## config.mk

```make
export PLATFORM = sky130hd
export DESIGN_NAME = cpu_port_req
export DESIGN_NICKNAME = d
export VERILOG_FILES = /design/src/rtl/snes_mem_pkg.sv /design/src/rtl/cpu_port_req.sv
export VERILOG_INCLUDE_DIRS = /design/src /design/src/rtl
export SDC_FILE = /design/constraint.sdc
export NUM_CORES = 1
export LEC_CHECK = 0
export BUFFER_PORTS_ARGS = -buffer_cell sky130_fd_sc_hd__buf_2
export CORE_AREA = 2 2 106 108
export CTS_CLUSTER_SIZE = 20
export DETAILED_ROUTE_END_ITERATION = 16
export DIE_AREA = 0 0 108 110
export RECOVER_POWER = 100
export SLEW_MARGIN = 10
export SYNTH_ARGS = -nofsm -noshare
export SYNTH_HDL_FRONTEND = slang
export SYNTH_SLANG_ARGS = --single-unit
```

## constraint.sdc

```tcl
create_clock -name mclk -period 3.1 [get_ports mclk]
set_input_delay 0.93 -clock mclk [delete_from_list [all_inputs] [get_ports mclk]]
set_output_delay 0.93 -clock mclk [all_outputs]
set_load 0.005 [all_outputs]
```

## src/rtl/snes_mem_consts.svh

```systemverilog
// Memory geometry macros. WRAM_BASE must be aligned to the window size and track BYTE_ADDR_W
`ifndef SNES_MEM_CONSTS_SVH
`define SNES_MEM_CONSTS_SVH

// Shared word memory, byte addressed
`define BYTE_ADDR_W 14

// 16-bit words
`define WORD_ADDR_W (`BYTE_ADDR_W - 1)

// Work RAM is a 2 KB window
`define WRAM_ADDR_W 11

// Top 2 KB of a 16 KB space, clear of the ROM area at byte 0
`define WRAM_BASE 14'h3800

`endif

```

## src/rtl/snes_mem_pkg.sv

```systemverilog
// Request and bus structs for the memory front end. Field widths come from snes_mem_consts.svh
`default_nettype none

`include "snes_mem_consts.svh"

package snes_mem_pkg;

    // One access to the 16-bit word memory
    typedef struct packed {
        logic [`WORD_ADDR_W-1:0] addr;
        logic                    we;
        logic [1:0]              be;     // Bit 0 low byte, bit 1 high byte
        logic [15:0]             wdata;
    } mem_req_t;

    // Paired loader bytes, valid for one cycle
    typedef struct packed {
        logic                    valid;
        logic [`BYTE_ADDR_W-1:0] addr;   // Odd byte address of the pair
        logic [15:0]             data;
    } load_wr_t;

    // Console side ROM and work RAM bus, selects and strobes active low
    typedef struct packed {
        logic [`BYTE_ADDR_W-1:0] rom_addr;
        logic                    rom_ce_n;
        logic [`WRAM_ADDR_W-1:0] wram_addr;
        logic                    wram_ce_n;
        logic                    wram_rd_n;
        logic                    wram_we_n;
        logic [7:0]              wram_d;
    } cpu_bus_t;

    // Soft core data port, zero strobes means read
    typedef struct packed {
        logic [`BYTE_ADDR_W-1:0] addr;
        logic [31:0]             wdata;
        logic [3:0]              wstrb;
    } rv_req_t;

endpackage

`default_nettype wire

```

## src/rtl/cpu_port_req.sv

```systemverilog
// Console port requests. Only one request may be in flight and ROM and WRAM triggers must not coincide
`timescale 1ns/1ps
`default_nettype none

`include "snes_mem_consts.svh"

module cpu_port_req
    import snes_mem_pkg::*;
(
    input  logic        mclk,
    input  logic        resetn,
    input  logic        loading,
    input  load_wr_t    load_wr,
    input  cpu_bus_t    cpu_bus,
    input  logic        mem_ack,
    input  logic [15:0] mem_rdata,
    output logic        mem_req,
    output mem_req_t    mem_cmd,
    output logic [15:0] rom_q,
    output logic [7:0]  wram_q
);

    logic                    wram_rd;
    logic                    wram_wr;
    logic                    wram_rd_r;
    logic                    wram_wr_r;
    logic                    load_go;
    logic                    wram_go;
    logic                    rom_go;
    logic                    rom_sd_vld;
    logic [`BYTE_ADDR_W-1:0] rom_addr_sd;
    logic [`WRAM_ADDR_W-1:0] wram_addr_sd;
    logic [`BYTE_ADDR_W-1:0] wram_byte_addr;
    logic                    last_we;
    logic                    last_wram;
    logic                    rom_odd;
    logic                    wram_hi;
    logic                    rom_live;
    logic                    wram_live;
    logic [15:0]             rom_view;
    logic [15:0]             rom_hold;
    logic [7:0]              wram_view;
    logic [7:0]              wram_hold;

    assign wram_rd = ~cpu_bus.wram_ce_n & ~cpu_bus.wram_rd_n;
    assign wram_wr = ~cpu_bus.wram_ce_n & ~cpu_bus.wram_we_n;
    assign wram_byte_addr = `WRAM_BASE
                          | {{(`BYTE_ADDR_W - `WRAM_ADDR_W){1'b0}}, cpu_bus.wram_addr};

    assign load_go = loading & load_wr.valid;
    assign wram_go = ~loading
                   & ((wram_rd & (~wram_rd_r
                                  | cpu_bus.wram_addr[`WRAM_ADDR_W-1:1]
                                    != wram_addr_sd[`WRAM_ADDR_W-1:1]))
                      | (wram_wr & ~wram_wr_r));
    assign rom_go  = ~loading & ~cpu_bus.rom_ce_n
                   & (~rom_sd_vld | (cpu_bus.rom_addr != rom_addr_sd));

    always_ff @(posedge mclk) begin
        if (!resetn) begin
            mem_req      <= 1'b0;
            wram_rd_r    <= 1'b0;
            wram_wr_r    <= 1'b0;
            rom_sd_vld   <= 1'b0;
            rom_addr_sd  <= '0;
            wram_addr_sd <= '0;
            last_we      <= 1'b1;
            last_wram    <= 1'b0;
            rom_odd      <= 1'b0;
            wram_hi      <= 1'b0;
        end else begin
            wram_rd_r <= wram_rd;
            wram_wr_r <= wram_wr;
            if (load_go) begin
                mem_req    <= ~mem_req;
                last_we    <= 1'b1;
                last_wram  <= 1'b0;
                rom_sd_vld <= 1'b0;     // New contents, next ROM read must go out
            end else if (wram_go) begin
                mem_req      <= ~mem_req;
                last_we      <= wram_wr;
                last_wram    <= 1'b1;
                wram_addr_sd <= cpu_bus.wram_addr;
                wram_hi      <= cpu_bus.wram_addr[0];
            end else if (rom_go) begin
                mem_req     <= ~mem_req;
                last_we     <= 1'b0;
                last_wram   <= 1'b0;
                rom_sd_vld  <= 1'b1;
                rom_addr_sd <= cpu_bus.rom_addr;
                rom_odd     <= cpu_bus.rom_addr[0];
            end
        end
    end

    always_ff @(posedge mclk) begin
        if (load_go)
            mem_cmd <= '{addr: load_wr.addr[`BYTE_ADDR_W-1:1], we: 1'b1,
                         be: 2'b11, wdata: load_wr.data};
        else if (wram_go)
            mem_cmd <= '{addr: wram_byte_addr[`BYTE_ADDR_W-1:1], we: wram_wr,
                         be: {cpu_bus.wram_addr[0], ~cpu_bus.wram_addr[0]},
                         wdata: {cpu_bus.wram_d, cpu_bus.wram_d}};
        else if (rom_go)
            mem_cmd <= '{addr: cpu_bus.rom_addr[`BYTE_ADDR_W-1:1], we: 1'b0,
                         be: 2'b11, wdata: '0};
    end

    // Byte steering on the word just read
    assign rom_view  = rom_odd ? {mem_rdata[7:0], mem_rdata[15:8]} : mem_rdata;
    assign wram_view = wram_hi ? mem_rdata[15:8] : mem_rdata[7:0];

    // Live once the last read of that kind is acknowledged
    assign rom_live  = (mem_req == mem_ack) & ~last_we & ~last_wram;
    assign wram_live = (mem_req == mem_ack) & ~last_we & last_wram;

    always_ff @(posedge mclk) begin
        if (rom_live)
            rom_hold <= rom_view;
        if (wram_live)
            wram_hold <= wram_view;
    end

    assign rom_q  = rom_live ? rom_view : rom_hold;
    assign wram_q = wram_live ? wram_view : wram_hold;

    a_no_overrun: assert property (@(posedge mclk) disable iff (!resetn)
        (mem_req != mem_ack) |=> $stable(mem_req));

endmodule

`default_nettype wire

```

# Word-level counts from Yosys, hierarchy flattened
# Index checks and enable logic that the tools add are counted.
# totals
reg_bits	89
in_bits	88
output_inout_bits	57
word_cells	67
# classes
eq_ne	3
n_mux	13
bitwise_logic	29
reduce_logical	6
# ops
cell	count
two-way mux 32 bit	3
two-way mux 16 bit	2
two-way mux 8 bit	2
inverter 1 bit	15
inequality test 14 bit	1
bitwise AND 1 bit	11
inequality test 10 bit	1
two-way mux 1 bit	6
AND reduction 2 bit	2
OR 1 bit	3
AND reduction 3 bit	1
nonzero test 3 bit	1
nonzero test 2 bit	1
OR reduction 2 bit	1
== test 1 bit	1

# Longest topological paths before layout
# Gate-level depths: netlist of run 1.
# depth
ltp_word	7
ltp_mapped	9
mapped_depth_nobuf	6

# Least setup slack after synthesis of run 1
# Ideal clock, no wire load.
# synth_timing
kind	input port to output port
start	input mem_ack
end	output wram_q[5]
arrival_time_ns	2.094
t_required_ns	2.170
slack_ns	0.076
cell_stages	5
path_buffers	1
cell_sequence	xor2_1 > nor3b_1 > clkbuf_1 > nor2_1 > a21oi_1
# synth_between
elab_chain_cells	4
# synth_lines
element	line_no	source
start, declared	cpu_port_req.sv:15	input logic mem_ack,
== test 1 bit	cpu_port_req.sv:115	assign wram_live = (mem_req == mem_ack) & ~last_we & last_wram;
bitwise AND 1 bit (2 in series)	cpu_port_req.sv:115	
two-way mux 8 bit	--	
end, declared	cpu_port_req.sv:20	output logic [7:0] wram_q
# No other way between the ends.

# Worst setup path in the final report of run 1
# layout_timing
start	input mem_ack
end	output rom_q[9]
# layout_between
elab_chain_cells	4
# layout_lines
element	line_no	source
== test 1 bit	cpu_port_req.sv:114	assign rom_live = (mem_req == mem_ack) & ~last_we & ~last_wram;
bitwise AND 1 bit (2 in series)	cpu_port_req.sv:114	
two-way mux 16 bit	--	
end, declared	cpu_port_req.sv:19	output logic [15:0] rom_q,
# No other way between the ends.

==> results.yml, run 1 <==
drt:
  drtPass1Iterations: 4
  drt-total-wl_mm: 9.21
  route.vias.total: 3063
  ant_nets: 0
  drtIter0Drc: 124
  via_per_inst: 4.73
  drc: 0
  wl_per_cell_um: 14.2
critical_path:
  worstSetupStartpointType: "input pin"
  r2r-start: "rom_addr_sd[0]"
  r2r_end: "rom_addr_sd[3]"
  critical_path.max_fanout: 32
  crit_required_ns: 2.17
  cp_data_arrival_time_ns: 2.02
  rrSetupSlack_ns: 0.36
  worst_setup_path_end_kind: "primary output"
  r2r_cells: 8
  criticalPathCategory: "input pin to primary output"
clock_network:
  cts_hold_buf: 0
  cts_tree: "yes"
  cts.sinks: 87
  postCtsSetupBuffers: 0
  cts_buffers: 9
  clk_pin_slew_ns: 0.09
  clock-root-buffer: "clkbuf_8"
  post_cts_resize_count: 0
  clockBufferDepth: 2
  cts_max_level: 3
  clkLatencyLatePin_ns: 0.35
placement:
  dp_hpwl_mm: 7.01
  place_congestion: 0.781
  port_buffers: 143
  dp_slack_ns: 0.177
yosys:
  seq_area_frac_synth_pct: 52.7
  syn-num-nets: 447
  syn_inst: 359
  ys_types: 31
  avgSynthCellArea_um2: 10.7
  yosys-top-cells-count: "58 x dfxtp_1, 48 x mux2i_1, 36 x nand2_1, 33 x nor2_1, 30 x a21oi_1"
  synth-edff-count: 29
  synth_top_flop_cell: "dfxtp_1"
  async_reset_ff_share_pct: 0
  ys.warnings.count: 0
  yosys.area.top_type: "dfxtp_1"
  synthesis.area_um2: 3860
  synth_top_cell_area_share_pct: 30.1
  netlist_top_cells_area: "dfxtp_1 30%, edfxtp_1 23%, mux2i_1 12%"
  ys_seq_elements: 87
  yosysMostFrequentCell: "dfxtp_1"
hold_path:
  min_to: "mem_cmd[18]"
  min_from: "mem_cmd[18]"
  hold_class: "flop to flop"
  worst_hold_path.num_cells: 2
final_layout:
  num-nets-final: 590
  diodes: 0
  areaGrowthSynthToFinish_pct: 24.7
  drive_above_1_share_pct: 25.4
  final_util_pct: 45.0
  fill_cells: 1098
global_route:
  grt_pass1_vias: 2953
  antenna_found_initial: 0
  grt_pass1_wl_mm: 13.9
  grt_max_degree: 33
  grt_overflow: 0
  track_usage_pct: 15.1
die:
  num_rows: 38
  die_h_um: 110
  coreArea_um2: 10700
  start_util_pct: 36.1
  ioPinCount: 145
  die_x_um: 108
  dieArea_um2: 11900
sta:
  fin_crit_sh_pct: 95.0
  final-setup-viol-count: 0
  fin_hold_ws_ns: 0.465
  tns_ns: 0
  finalCriticalPeriod_ns: 2.95
  timing.final.ws_setup_ns: 0.154
  fmax_mhz: 339
  skew_ns: 0.0156
  hold_viol: 0
  rsz0062_at_grt: "no"
  final-max-slew-violation-count: 0
  tightestPinTransition_ns: 1.05
  maxSlewHeadroom_pct: 29.8
power_and_ir_drop:
  ir_drop_uv: 359
  p_leak_nw: 1.99
  power_density_nw_per_um2: 567
job:
  maxCapViolations: 0
outcome:
  status: "complete, no violations"
## placed cells by master (no fill, tap or decap), types with 6 or more instances in the layout
| cell type | count |
|---|---|
| nor2_1 | 34 |
| clkbuf_2 | 9 |
| a21o_1 | 10 |
| clkbuf_1 | 44 |
| a21oi_1 | 31 |
| edfxtp_1 | 29 |
| mux2i_1 | 48 |
| nand3_1 | 6 |
| buf_2 | 97 |
| dfxtp_1 | 58 |
| xor2_1 | 8 |
| xnor2_1 | 17 |
| clkbuf_8 | 9 |
| a22o_1 | 26 |
| nand2_1 | 36 |
| nor2b_1 | 11 |
## per-stage QoR
stage	total power [mW]	instance area (um2)	std cells
final	2.73	4810	647
after global routing	2.89	4810	647
after CTS	2.79	4900	647
after detailed placement	2.05	4730	631
after global placement	2.03	4730	631
after floorplan	1.76	3860	359
## registers in the layout, indices dropped and copies added (netlist names)
name and count:
last_we 1, last_wram 1, mem_cmd 32, mem_req 1
rom_addr_sd 14, rom_hold 16, rom_sd_vld 1, wram_addr_sd 11
wram_hold 8, wram_rd_r 1, wram_wr_r 1
## per-layer routing
| layer | wire (um) | GRT usage (%) | share of wire (%) |
|---|---|---|---|
| met4 | 119 | 5.13 | 1.3 |
| met5 | 0 | 0 | 0 |
| met1 | 4200 | 19.2 | 46 |
| met2 | 4450 | 26.1 | 48 |
| met3 | 443 | 2.53 | 4.8 |
## critical path, stage by stage
cell and delay [ns]:
buf_2 0.10, xor2_1 0.17, nor3_2 0.21, buf_12 0.21, nor2_1 0.05, a21oi_1 0.18, clkbuf_2 0.15
## how the worst max path moves through the flow
stage | endpoint | depth (start not counted) | start | slack (ns)
6_report | rom_q[9] | 7 | mem_ack | 0.15
2_1_floorplan | wram_q[5] | 5 | mem_ack | 0.08
3_5_place_dp | rom_q[9] | 7 | mem_ack | 0.18
5_1_grt | rom_addr_sd[3] | 8 | cpu_bus[13] | 0.02
4_1_cts | rom_q[9] | 7 | mem_ack | 0.15
3_3_place_gp | rom_q[10] | 7 | mem_ack | 0.16
## power breakdown
group,internal [mW],switching [mW],leakage [nW]
Combinational,0.262,0.307,1.12
Clock,0.302,0.436,0.0948
Sequential,1.37,0.0553,0.776
## cell families after synthesis
logic type / synth area share [%]
AND/OR/NAND/NOR: 12.2
flip-flops: 52.7
AO/OA/AOI/OAI: 13.5
multiplexers: 12.5
XOR/XNOR: 5.67
buffers and inverters: 3.53
## cell type report
| type | count | area [um2] | share of cell area, % |
|---|---|---|---|
| sequential | 87 | 2030 | 42.2 |
| clock buffer | 9 | 124 | 2.57 |
| multi-input combinational | 249 | 1680 | 34.9 |
| timing repair buffer | 155 | 746 | 15.5 |
| tap | 140 | 175 | 3.64 |
| clock inverter | 7 | 53.8 | 1.12 |
(Power assumes the default switching activity.)
==> inputs of run 2 (changes only) <==
Settings changed: CORE_AREA 2 2 106 108 to 4 4 108 110, DIE_AREA 0 0 108 110 to 0 0 112 114.
==> results.yml, run 2 (same netlist as run 1, synthesis figures left out) <==
die:
  dieArea_um2: 12800
  die_x_um: 112
  ioPinCount: 145
  start_util_pct: 36.1
  coreArea_um2: 10700
  num_rows: 38
  die_h_um: 114
drt:
  ant_nets: 0
  drtIter0Drc: 106
  via_per_inst: 4.72
  drtPass1Iterations: 4
  wl_per_cell_um: 14.7
  route.vias.total: 3049
  drc: 0
  drt-total-wl_mm: 9.49
power_and_ir_drop:
  ir_drop_uv: 336
  p_leak_nw: 1.98
  power_density_nw_per_um2: 570
  finalPower_mw: 2.75
critical_path:
  critical_path.max_fanout: 16
  worst_setup_path_end_kind: "primary output"
  r2r_cells: 6
  r2r-start: "wram_addr_sd[2]"
  cp_data_arrival_time_ns: 1.98
  rrSetupSlack_ns: 0.63
  worstSetupStartpointType: "input pin"
  criticalPathCategory: "input pin to primary output"
  crit_required_ns: 2.17
  r2r_end: "mem_cmd[14]"
sta:
  timing.final.ws_setup_ns: 0.187
  fin_crit_sh_pct: 94.0
  rsz0062_at_grt: "no"
  fmax_mhz: 343
  maxSlewHeadroom_pct: 28.9
  fin_hold_ws_ns: 0.465
  final-setup-viol-count: 0
  tns_ns: 0
  finalCriticalPeriod_ns: 2.91
  final-max-slew-violation-count: 0
  skew_ns: 0.00879
  tightestPinTransition_ns: 1.07
  hold_viol: 0
clock_network:
  clock-root-buffer: "clkbuf_8"
  cts_max_level: 3
  cts_buffers: 9
  cts_hold_buf: 0
  clockBufferDepth: 2
  clkLatencyLatePin_ns: 0.35
  postCtsSetupBuffers: 0
  post_cts_resize_count: 0
  cts_tree: "yes"
  cts.sinks: 87
  clk_pin_slew_ns: 0.08
global_route:
  grt_pass1_wl_mm: 15.0
  antenna_found_initial: 0
  track_usage_pct: 14.8
  grt_pass1_vias: 2998
  grt_max_degree: 33
  grt_overflow: 0
final_layout:
  mostFrequentLayoutCells: "99 x buf_2, 58 x dfxtp_1, 48 x mux2i_1"
  largest_register: "mem_cmd"
  fill_cells: 1094
  diodes: 0
  final_common_cell: "buf_2"
  num-nets-final: 589
  final_util_pct: 45.1
  largest_register_ffs: 32
  drive_above_1_share_pct: 24.7
  top_regs: "mem_cmd: 32 flops, rom_hold: 16 flops, rom_addr_sd: 14 flops"
  areaGrowthSynthToFinish_pct: 24.9
placement:
  dp_hpwl_mm: 7.25
  dp_slack_ns: 0.183
  port_buffers: 143
  place_congestion: 0.751
hold_path:
  min_to: "mem_cmd[18]"
  hold_class: "flop to flop"
  worst_hold_path.num_cells: 2
  min_from: "mem_cmd[18]"
outcome:
  status: "complete, no violations"
job:
  maxCapViolations: 0
run 2: cell count changes in the layout (fill, tap and decap cells not counted):
cell,previous run,this run
clkbuf_2,9,5
inv_6,4,0
clkbuf_1,44,47
buf_2,97,99
bufinv_16,0,1
clkbuf_4,0,1
clkinv_1,0,1
clkinv_2,2,1
clkinv_4,1,0
clkinvlp_4,0,1
nor2_1,34,33
nor2_4,0,1
run 2: worst max path at each step:
stage	depth (start not counted)	from	end
after detailed placement	7	mem_ack	rom_q[2]
after global routing	8	cpu_bus[10]	mem_cmd[16]
final	7	mem_ack	wram_q[7]
after global placement	7	mem_ack	rom_q[9]
after floorplan	5	mem_ack	wram_q[5]
after CTS	7	mem_ack	rom_q[2]
run 2: power by group:
group | internal (mW) | switching (mW)
logic | 0.258 | 0.311
clock network | 0.370 | 0.389
registers | 1.37 | 0.0556
run 2: per-layer routing:
layer	up-vias	wire (um)	global-route usage, %
met5	-	0	0
li1	1556	-	-
met3	8	615	3.77
met2	86	4640	24.3
met1	1399	4090	18.5
met4	0	143	6.41
run 2: area by class of cell:
type	instances	area, um2	share of cell area (%)
clock buffers	12	135	2.80
clock inverters	4	46.3	0.960
multi-input cells	249	1690	35.0
flip-flops and latches	87	2030	42.1
well taps	140	175	3.63
repair buffers	154	743	15.4
run 2: critical path: stages:
cell	delay (ns)
buf_2	0.10
xor2_1	0.16
nor3b_2	0.16
buf_4	0.22
nor2_1	0.06
a21oi_1	0.20
clkbuf_2	0.15
run 2: through the flow:
step	std cells	cell area, um2
after floorplan	359	3860
after global placement	630	4720
after detailed placement	630	4720
after CTS	646	4900
after global routing	646	4820
final	646	4820
