`src/rtl/snes_mem_consts.svh`:
```
// Memory geometry macros. WRAM_BASE must be aligned to the window size and track BYTE_ADDR_W
`ifndef SNES_MEM_CONSTS_SVH
`define SNES_MEM_CONSTS_SVH

// Shared word memory, byte addressed
`define BYTE_ADDR_W 14

// 16-bit words
`define WORD_ADDR_W (`BYTE_ADDR_W - 1)

// Work RAM is a 2 KB window
`define WRAM_ADDR_W 11

// Top 2 KB of a 16 KB space, clear of the ROM area at byte 0
`define WRAM_BASE 14'h3800

`endif

```
`src/rtl/snes_mem_pkg.sv`:
```
// Request and bus structs for the memory front end. Field widths come from snes_mem_consts.svh
`default_nettype none

`include "snes_mem_consts.svh"

package snes_mem_pkg;

    // One access to the 16-bit word memory
    typedef struct packed {
        logic [`WORD_ADDR_W-1:0] addr;
        logic                    we;
        logic [1:0]              be;     // Bit 0 low byte, bit 1 high byte
        logic [15:0]             wdata;
    } mem_req_t;

    // Paired loader bytes, valid for one cycle
    typedef struct packed {
        logic                    valid;
        logic [`BYTE_ADDR_W-1:0] addr;   // Odd byte address of the pair
        logic [15:0]             data;
    } load_wr_t;

    // Console side ROM and work RAM bus, selects and strobes active low
    typedef struct packed {
        logic [`BYTE_ADDR_W-1:0] rom_addr;
        logic                    rom_ce_n;
        logic [`WRAM_ADDR_W-1:0] wram_addr;
        logic                    wram_ce_n;
        logic                    wram_rd_n;
        logic                    wram_we_n;
        logic [7:0]              wram_d;
    } cpu_bus_t;

    // Soft core data port, zero strobes means read
    typedef struct packed {
        logic [`BYTE_ADDR_W-1:0] addr;
        logic [31:0]             wdata;
        logic [3:0]              wstrb;
    } rv_req_t;

endpackage

`default_nettype wire

```
`src/rtl/rv_bridge.sv`:
```
// Soft core to 16-bit memory bridge. One access at a time, started on the rising edge of rv_valid
`timescale 1ns/1ps
`default_nettype none

`include "snes_mem_consts.svh"

module rv_bridge
    import snes_mem_pkg::*;
(
    input  logic        mclk,
    input  logic        resetn,
    input  logic        rv_valid,
    input  rv_req_t     rv_cmd,
    input  logic        mem_ack,
    input  logic [15:0] mem_rdata,
    output logic        rv_ready,
    output logic [31:0] rv_rdata,
    output logic        mem_req,
    output mem_req_t    mem_cmd
);

    typedef enum logic [2:0] {
        RV_IDLE,
        RV_WAIT_LO,
        RV_DATA_LO,
        RV_WAIT_HI,
        RV_DATA_HI
    } rv_state_t;

    rv_state_t   state;
    logic        rv_valid_r;
    logic        new_req;
    logic        rv_word;       // Which half is on the memory port
    logic [1:0]  rv_ds;
    logic [15:0] dout_lo;
    logic        wr;
    logic        start;
    logic        acked;

    assign wr    = |rv_cmd.wstrb;
    assign start = rv_valid & ~rv_valid_r;
    assign acked = mem_req == mem_ack;

    assign mem_cmd = '{addr: {rv_cmd.addr[`BYTE_ADDR_W-1:2], rv_word}, we: wr, be: rv_ds,
                       wdata: rv_word ? rv_cmd.wdata[31:16] : rv_cmd.wdata[15:0]};
    assign rv_rdata = {mem_rdata, dout_lo};  // High half still on the port at rv_ready

    always_ff @(posedge mclk) begin
        if (!resetn) begin
            state      <= RV_IDLE;
            rv_ready   <= 1'b0;
            mem_req    <= 1'b0;
            rv_valid_r <= 1'b0;
            new_req    <= 1'b0;
            rv_word    <= 1'b0;
            rv_ds      <= 2'b11;
        end else begin
            rv_valid_r <= rv_valid;
            rv_ready   <= 1'b0;
            if (start)
                new_req <= 1'b1;
            case (state)
                RV_IDLE: if (start || new_req) begin
                    new_req <= 1'b0;
                    mem_req <= ~mem_req;
                    if (wr && rv_cmd.wstrb[1:0] == 2'b00) begin
                        rv_word <= 1'b1;            // Upper half only
                        rv_ds   <= rv_cmd.wstrb[3:2];
                        state   <= RV_WAIT_HI;
                    end else begin
                        rv_word <= 1'b0;
                        rv_ds   <= wr ? rv_cmd.wstrb[1:0] : 2'b11;
                        state   <= RV_WAIT_LO;
                    end
                end
                RV_WAIT_LO: if (acked) begin
                    if (wr && rv_cmd.wstrb[3:2] == 2'b00) begin
                        rv_ready <= 1'b1;           // Lower half only, done
                        state    <= RV_IDLE;
                    end else begin
                        mem_req <= ~mem_req;
                        rv_word <= 1'b1;
                        rv_ds   <= wr ? rv_cmd.wstrb[3:2] : 2'b11;
                        state   <= wr ? RV_WAIT_HI : RV_DATA_LO;
                    end
                end
                RV_DATA_LO: state <= RV_WAIT_HI;
                RV_WAIT_HI: if (acked) begin
                    if (wr) begin
                        rv_ready <= 1'b1;
                        state    <= RV_IDLE;
                    end else begin
                        state <= RV_DATA_HI;
                    end
                end
                RV_DATA_HI: begin
                    rv_ready <= 1'b1;
                    state    <= RV_IDLE;
                end
                default: state <= RV_IDLE;
            endcase
        end
    end

    // Low half is still held while the high request is being served
    always_ff @(posedge mclk) begin
        if (state == RV_DATA_LO)
            dout_lo <= mem_rdata;
    end

    a_ready_pulse: assert property (@(posedge mclk) disable iff (!resetn)
        rv_ready |=> !rv_ready);

endmodule

`default_nettype wire

```
`config.mk`:
```
export PLATFORM = sky130hd
export DESIGN_NAME = rv_bridge
export DESIGN_NICKNAME = d
export VERILOG_FILES = /design/src/rtl/snes_mem_pkg.sv /design/src/rtl/rv_bridge.sv
export VERILOG_INCLUDE_DIRS = /design/src /design/src/rtl
export SDC_FILE = /design/constraint.sdc
export NUM_CORES = 1
export LEC_CHECK = 0
export BUFFER_PORTS_ARGS = -buffer_cell sky130_fd_sc_hd__buf_2
export CAP_MARGIN = 20
export CORE_ASPECT_RATIO = 0.5
export CORE_MARGIN = 1
export CORE_UTILIZATION = 23
export DETAILED_ROUTE_END_ITERATION = 10
export GPL_TIMING_DRIVEN = 0
export PLACE_DENSITY = 0.54
export REMOVE_ABC_BUFFERS = 1
export SLEW_MARGIN = 20
export SYNTH_ARGS = -nofsm -noshare
export SYNTH_HDL_FRONTEND = slang
export SYNTH_SLANG_ARGS = --single-unit
```
`constraint.sdc`:
```
create_clock -name mclk -period 2.4 [get_ports mclk]
set_clock_uncertainty 0.15 [all_clocks]
set_input_delay 0.36 -clock mclk [delete_from_list [all_inputs] [get_ports mclk]]
set_output_delay 0.36 -clock mclk [all_outputs]
set_load 0.005 [all_outputs]
```
; ---- Word-level counts from Yosys, hierarchy flattened
; Cells that the tools add are included.
[word_totals]
output_inout_bits = 66
input_bits = 70
reg_bits = 26
[op_classes]
n_eq_ne = 9
mux = 33
bitwise_logic = 3
n_reduce_logical = 10
[op_table]
columns = operator, count
row1 = two-way mux 16 bit, 1
row2 = two-way mux 2 bit, 8
row3 = two-way mux 1 bit, 15
row4 = two-way mux 3 bit, 4
row5 = one-hot mux 3 bit (4 select lines), 1
row6 = != test 2 bit (second input constant), 4
row7 = == test 3 x 2 -> 1 bit (second input constant), 2
row8 = logical NOT 2 bit, 2
row9 = one-hot mux 1 bit (2 select lines), 2
row10 = one-hot mux 2 bit (2 select lines), 1
row11 = AND reduction 4 bit, 1
row12 = OR reduction 4 bit, 1
row13 = == test 3 x 1 -> 1 bit (second input constant), 1
row14 = == test 3 bit (second input constant), 1
row15 = logical NOT 3 bit, 1
row16 = one-hot mux 1 bit (3 select lines), 1
row17 = AND reduction 3 bit, 1
row18 = logical AND 1 bit, 2
row19 = NOT 1 bit, 2
row20 = nonzero test 2 bit, 1
row21 = bitwise AND 1 bit, 1
row22 = == test 1 bit, 1
row23 = logical OR 1 bit, 1

; ---- Longest topological paths before layout
; Gate-level depths: netlist of run 1.
[depth]
ltp_word = 5
depth_mapped = 4
mapped_depth_nobuf = 4

; ---- Worst setup path after synthesis of run 1
; Ideal clock, no wire load.
[synth_path]
path_kind = register to register
start = reg state[1]
end = reg dout_lo[0], enable pin
slack_ns = 0.142
arrival_ns = 1.699
stages_incl_launch_ff = 3
setup_ns = 0.409
period_less_slack_ns = 2.258
cell_sequence = dfxtp_1 -> inv_1 -> nor3_1
[synth_between]
elab_chain_cells = 1
[synth_rtl]
columns = element, line_no
row1 = start: declaration, rv_bridge.sv:30  ; rv_state_t state;
row2 = start signal: assignment, rv_bridge.sv:84  ; state <= wr ? RV_WAIT_HI : RV_DATA_LO;
row3 = == test 3 x 2 -> 1 bit, rv_bridge.sv:107  ; if (state == RV_DATA_LO)
row4 = end signal: assignment, rv_bridge.sv:108  ; dout_lo <= mem_rdata;
row5 = end: declaration, rv_bridge.sv:35  ; logic [15:0] dout_lo;
; Every way passes these cells.
; A chain may end at the register's enable or synchronous reset.

==> metrics.md, run 1 <==
| Metric | Value |
|---|---|
| WS Path Type | `reg2out` |
| Placed Cells incl. Taps | `around 290` |
| Reg-to-reg setup timing slack | `0.55 ns` |
| Leak Pwr | `0.880 nW` |
| RSZ-0062 raised after global routing | `no` |
| DIE WIDTH | `approximately 110 um` |
| Nets | `279` |
| Iteration count of the initial detailed-routing pass | `4` |
| Setup ws final | `0.320 ns` |
| First-pass GRT wire length | `4840 um` |
| Critical Path RT | `between 1.5 and 2 ns` |
| Async set-reset flop share out of synthesis | `0%` |
| PD cells | `626 mW/mm^2` |
| DRC violations left | `0` |
| Iteration-0 DRC Markers | `43` |
| Setup violations, final | `0` |
| R2r endpoint | `dout_lo[14]` |
| Max VDD drop | `0.000286 V` |
| Worst path slowest cell | `dfxtp_1` |
| Io pins | `136` |
| Pwr Total | `1.23 mW` |
| Pin count of the biggest net entering global routing | `19` |
| CP cell instances | `mux2_2 -> buf_2` |
| Status | `finished clean` |
| # rows | `20` |
| Routed wire length | `roughly 3300 um` |
| CTS Sinks | `26` |
| Critical Path Start Type | `register` |
| P&R area growth vs syn | `35.3%` |
| Hold Path Class | `in2reg` |
| Worst r2r path cells | `3` |
| Die height | `58.1 um` |
| Input/output buffers | `109` |
| Max incr delay on CP | `0.78 ns` |
| Vias in the first global route | `between 1k and 1.5k` |
| Yosys warning total | `0` |
| Post-CTS setup buffers | `0` |
| Period Utilization, post-route | `between 80 and 90%` |
| CP Max Fanout | `18` |
| CTS tree | `done` |
| Maxcap violations | `0` |
| Final HPWL DP | `2640 um` |
| DR vias | `1,193` |
| EDFF count, synth | `16` |
| Most frequent cells in the layout | `buf_2, mux2_2, edfxtp_1, nor2_1, dfxtp_1` |
| Antenna Violating Nets Remaining | `0` |
| Worst-skew pair later-pin latency | `about 0.25 ns` |
| Mean Syn Cell Area | `roughly 11 sq um` |
| Distinct cells, synth | `35` |
| Total GRT Usage | `9.27%` |
| CTS max path bufs | `2` |
| Post-Layout Cell Count | `296` |
| Final hold vios | `0` |
| Pre-CTS WS | `~0.50 ns` |
| Slew headroom | `52.5%` |
| Min-Delay Startpoint | `mem_rdata[11]` |
| Hold-fix buffers, CTS | `0` |
| Final Critical Period | `2.08 ns` |
| Seq cells post-synth | `26` |
| Max-slew violations | `0` |
| Layout cell share with drive strength beyond 1 | `between 60% and 70%` |
| Post-CTS sizing | `0` |
| Htree depth | `1` |
| CTS Buf Count | `3` |
| Crit Reg-Reg Startpoint | `state[1]` |
| Core Region | `0.00608 sq mm` |
| GRT Residual Overflow | `0` |
| Measured slew at the worst slew-check pin | `0.711 ns` |
| Starting density of the core | `23.8%` |
| Crit end category | `output port` |
| WHS | `0.139 ns` |
| Cells after synthesis | `127` |
| GPL Wtd Cong | `0.681` |
| Vias per std cell | `4.03` |
| Hold path cells | `1` |
| Commonest non-fill, non-tap cell in the layout | `buf_2` |
| Ys flop type | `edfxtp_1` |
| Initial antenna violation count | `0` |
| Post-Syn Area | `0.00145 sq mm` |
| Ant diodes | `0` |
| FILL cells | `633` |
| Clock tree root driver cell | `clkbuf_16` |
| Routed len/inst | `11.1 um` |
| WHS Endpoint | `dout_lo[11]` |
| Full die area | `0.00665 sq mm` |
| Sequential fraction of the synthesis area | `between 40% and 50%` |
| Fmax | `481 MHz` |
| Crit path arrival time | `1.57 ns` |
| Reg clk slew, reported paths | `roughly 0.060 ns` |
-- logic make-up after synthesis --
logic type / Yosys count / share of synthesized area, %
buffers and inverters: 35 / 17.0
AOI/OAI and AO/OA: 14 / 8.20
muxes: 21 / 16.6
DFF: 26 / 46.9
xor gates and xnor gates: 1 / 0.604
and+or+nand+nor: 30 / 10.7
-- power by group --
part | total (mW) | leakage [nW] | internal [mW] | switching (mW)
clock | 0.363 | 0.0385 | 0.223 | 0.141
combinational | 0.312 | 0.614 | 0.183 | 0.128
sequential | 0.553 | 0.228 | 0.515 | 0.0380
-- synthesized netlist by cell type (2+ instances only) --
| master | n | share of area [%] |
|---|---|---|
| mux2_2 | 16 | 12 |
| buf_2 | 2 | 0.69 |
| nor4_1 | 2 | 0.86 |
| edfxtp_1 | 16 | 33 |
| nor2_1 | 11 | 2.8 |
| inv_1 | 2 | 0.52 |
| mux2i_1 | 3 | 2.1 |
| buf_4 | 30 | 16 |
| nand2_1 | 5 | 1.3 |
| mux2_4 | 2 | 2.1 |
| nor3_1 | 2 | 0.69 |
| dfxtp_1 | 10 | 14 |
| nand2b_1 | 4 | 1.7 |
-- per-layer routing --
layer  vias to the layer above  GRT usage (%)  part of all wire [%]
met1                       543           11.4                    44
met4                         0           2.23                  0.70
met5                         -              0                     0
met2                        64           15.3                    47
li1                        584              -                     -
met3                         2           3.77                   8.1
-- sequential cells by signal, indices dropped and copies added, names as in the netlist --
signal	cells
dout_lo	16
mem_req	1
new_req	1
rv_ds	2
rv_ready	1
rv_valid_r	1
rv_word	1
state	3
-- worst max-delay path, delay by kind of cell, from the launching register on --
family                 cells  cell delay [ns]
multiplexers               1             0.41
flip-flops                 1             0.78
buffers and inverters      1             0.13
-- metrics by stage --
step	area (sq um)	setup TNS [ns]	util, %
after floorplan	1210	0	-
after global placement	1870	-6.57	30.7
after detailed placement	1880	0	31.0
after CTS	1960	0	32.3
after global routing	1960	0	32.3
final	1960	0	32.3
-- area by class of cell --
class	instances	area (sq um)	area share, %
multi-input combinational	66	528	26.9
clock buffer	3	75.1	3.83
timing repair buffer	110	557	28.4
clock inverter	1	3.75	0.191
sequential	26	681	34.7
tap	88	110	5.61
inverter	2	7.51	0.383
-- how the worst max path moves through the flow --
stage	start	to	depth (start not counted)
3_3_place_gp	state[1]	dout_lo[14]	2
3_5_place_dp	state[1]	dout_lo[14]	3
5_1_grt	rv_word	mem_cmd[13]	2
4_1_cts	rv_word	mem_cmd[10]	2
2_1_floorplan	state[1]	dout_lo[0]	2
6_report	rv_word	mem_cmd[7]	2
Note: power is estimated with default switching activity, not from simulation.
==> run 2, diff against run 1 <==
CORE_UTILIZATION = 37   (was 23)
PLACE_DENSITY = 0.78   (was 0.54)
REMOVE_ABC_BUFFERS = not set   (was 1)
clock period = 2.06 ns   (was 2.4 ns; I/O delays follow)
==> run 2 against run 1 <==
Effect of this change:
- register-to-register slack worse by 0.28 ns
- non-clock buffer count increased by 43
- via count up 11%
- hold slack lost 0.061 ns
- global-route usage is 5.7 points higher
- sequential share of layout area shrank 3.3 points
- die area down 37%
- combinational power up 41%
- first-iteration DRC count decreased by 74%
- core utilization grew 28 points
- critical endpoint is now mem_cmd[0]
==> metrics.md, run 2 (same netlist as run 1, synthesis figures left out) <==
| Metric | Value |
|---|---|
| Crit path arrival time | `1.45 ns (-0.12 ns)` |
| Full die area | `0.00419 sq mm (-37%)` |
| Nets | `322 (+15%)` |
| CP Max Fanout | `17 (-1)` |
| DRC violations left | `0 (unchanged)` |
| Combinational Power Share | `32.7% (+7.3 points)` |
| Final Critical Period | `1.90 ns` |
| Core Region | `0.00358 sq mm (-41%)` |
| Leak Pwr | `1.06 nW (+20%)` |
| Period Utilization, post-route | `92.5%` |
| Hold-fix buffers, CTS | `0 (unchanged)` |
| Critical Path RT | `1.60 ns (-0.29 ns)` |
| Maxcap violations | `0 (unchanged)` |
| GPL Wtd Cong | `0.758 (+11%)` |
| Clock tree root driver cell | `clkbuf_8` |
| Design Area, Final | `0.00217 sq mm (+11%)` |
| Worst-skew pair later-pin latency | `0.26 ns (about the same)` |
| Total GRT Usage | `14.9% (+5.7 points)` |
| CTS tree | `done` |
| FILL cells | `311 (-51%)` |
| Iteration-0 DRC Markers | `11 (-74%)` |
| RSZ-0062 raised after global routing | `no` |
| Switching power total | `0.357 mW (+16%)` |
| GRT Residual Overflow | `0 (unchanged)` |
| Vias per std cell | `4.39 (+9.0%)` |
| Vias in the first global route | `1,171 (+9.1%)` |
| Starting density of the core | `40.5% (+17 points)` |
| Largest register FFs | `16 (unchanged)` |
| Pwr Total | `1.35 mW (+9.8%)` |
| Input/output buffers | `121 (+11%)` |
| # rows | `15 (-25%)` |
| Clock Power Share | `20.9% (-8.7 points)` |
| DR vias | `1,327 (+11%)` |
| Commonest non-fill, non-tap cell in the layout | `buf_2` |
| Routed len/inst | `10.7 um (-3.2%)` |
| Measured slew at the worst slew-check pin | `0.714 ns (+0.00317 ns)` |
| Largest Register | `dout_lo` |
| Post-CTS sizing | `0 (unchanged)` |
| First-pass GRT wire length | `4930 um (+1.9%)` |
| Sw frac | `26.5% (+1.5 points)` |
| Reg-to-reg setup timing slack | `0.27 ns (-0.28 ns)` |
| Routed wire length | `3230 um (-1.3%)` |
| Htree depth | `1 (unchanged)` |
| Worst r2r path cells | `2 (-1)` |
| Max VDD drop | `0.000254 V (-11%)` |
| Die height | `46.3 um (-20%)` |
| Min-Delay Startpoint | `mem_rdata[15]` |
| Status | `finished clean` |
| Syn nets | `approximately 200` |
| Initial antenna violation count | `0 (unchanged)` |
| Hold Path Class | `in2reg` |
| Most frequent cells in the layout | `buf_2, buf_4, mux2_2, edfxtp_1, nor2_1` |
| R2r endpoint | `dout_lo[2]` |
| P&R area growth vs syn | `49.7%` |
| PD cells | `621 mW/mm^2 (-0.79%)` |
| Final hold vios | `0 (unchanged)` |
| Setup violations, final | `0 (unchanged)` |
| WS Path Type | `reg2out` |
| Top Registers | `dout_lo x16, state x3, rv_ds x2` |
| Part of the power in registers | `46.4% (+1.4 points)` |
| Placed Area | `0.00213 sq mm (+13%)` |
| Internal Pwr Total | `0.991 mW (+7.6%)` |
| CTS max path bufs | `2 (unchanged)` |
| Ant diodes | `0 (unchanged)` |
| Slew headroom | `52.2% (-0.30 points)` |
| Fmax | `525 MHz` |
| Crit end category | `output port` |
| CTS Buf Count | `3 (unchanged)` |
| Crit Reg-Reg Startpoint | `state[1]` |
| Final HPWL DP | `2650 um (+0.17%)` |
| Reg clk slew, reported paths | `0.08 ns (+0.02 ns)` |
| Max-slew violations | `0 (unchanged)` |
| DIE WIDTH | `90.5 um (-21%)` |
| Hold path cells | `1 (unchanged)` |
| Antenna Violating Nets Remaining | `0 (unchanged)` |
| CTS Sinks | `26 (unchanged)` |
| Layout cell share with drive strength beyond 1 | `71.3% (+5.4 points)` |
| Pin count of the biggest net entering global routing | `17 (-2)` |
| WHS Endpoint | `dout_lo[15]` |
| Critical Path Start Type | `register` |
| Iteration count of the initial detailed-routing pass | `4 (unchanged)` |
| Io pins | `136 (unchanged)` |
[run 2: cell types whose count changed in the layout (fill, tap and decap cells not counted), sizes merged]
cell    delta
clkbuf     +1
buf       +42
[run 2: power groups by stage]
| stage | Clock (mW) | Combinational [mW] | Sequential (mW) |
|---|---|---|---|
| after floorplan | 0 | 0.260 | 0.637 |
| after global placement | 0 | 0.436 | 0.635 |
| after detailed placement | 0 | 0.448 | 0.637 |
| after CTS | 0.292 | 0.450 | 0.626 |
| after global routing | 0.314 | 0.487 | 0.632 |
| final | 0.281 | 0.441 | 0.625 |
[run 2: how the worst max path moves through the flow]
stage / to / cells past startpoint / from
after floorplan: dout_lo[0] / 2 / state[1]
after global placement: dout_lo[11] / 2 / state[1]
after detailed placement: dout_lo[1] / 2 / state[1]
after CTS: mem_cmd[8] / 4 / rv_word
after global routing: mem_cmd[10] / 3 / rv_word
final: mem_cmd[0] / 3 / rv_word
[run 2: area by class of cell]
cell class	instances	area [sq um]	share of cell area, %
Clock buffer	3	41.3	1.90
Sequential cell	26	681	31.4
Multi-Input combinational cell	66	534	24.6
Clock inverter	1	3.75	0.173
Buffer	32	234	10.8
Tap cell	51	63.8	2.94
Inverter	2	7.51	0.346
Timing Repair Buffer	121	606	27.9
[run 2: critical path: stages (launching register included)]
cell     delay [ns]
dfxtp_1        0.34
buf_2          0.33
mux2_2         0.39
buf_2          0.13
[run 2: timing repair]
action                                 4_1_cts  5_1_grt
endpoints found under the hold margin        0        0
setup endpoints to repair                    0        9
setup buffers                                0        0
[run 2: layer usage]
metal | routed length, um | up-vias | GRT usage (%)
met4 | 0 | 0 | 4.84
met3 | 243 | 0 | 3.80
met5 | 0 | - | 0
li1 | - | 671 | -
met2 | 1640 | 65 | 28.5
met1 | 1340 | 591 | 17.1
[run 2: metrics by stage]
step / hold WS (ns) / setup WS (ns) / utilization, % / instances / TNS (ns)
after detailed placement: 0.346 / 0.234 / 59.4 / 299 / 0
after global placement: 0.337 / -0.0336 / 59.3 / 299 / -0.529
final: 0.0784 / 0.155 / 60.6 / 302 / 0
after floorplan: 0.258 / 0.277 / - / 127 / 0
after CTS: 0.0705 / 0.0226 / 60.7 / 303 / 0
after global routing: 0.0620 / 0.0662 / 60.6 / 302 / 0
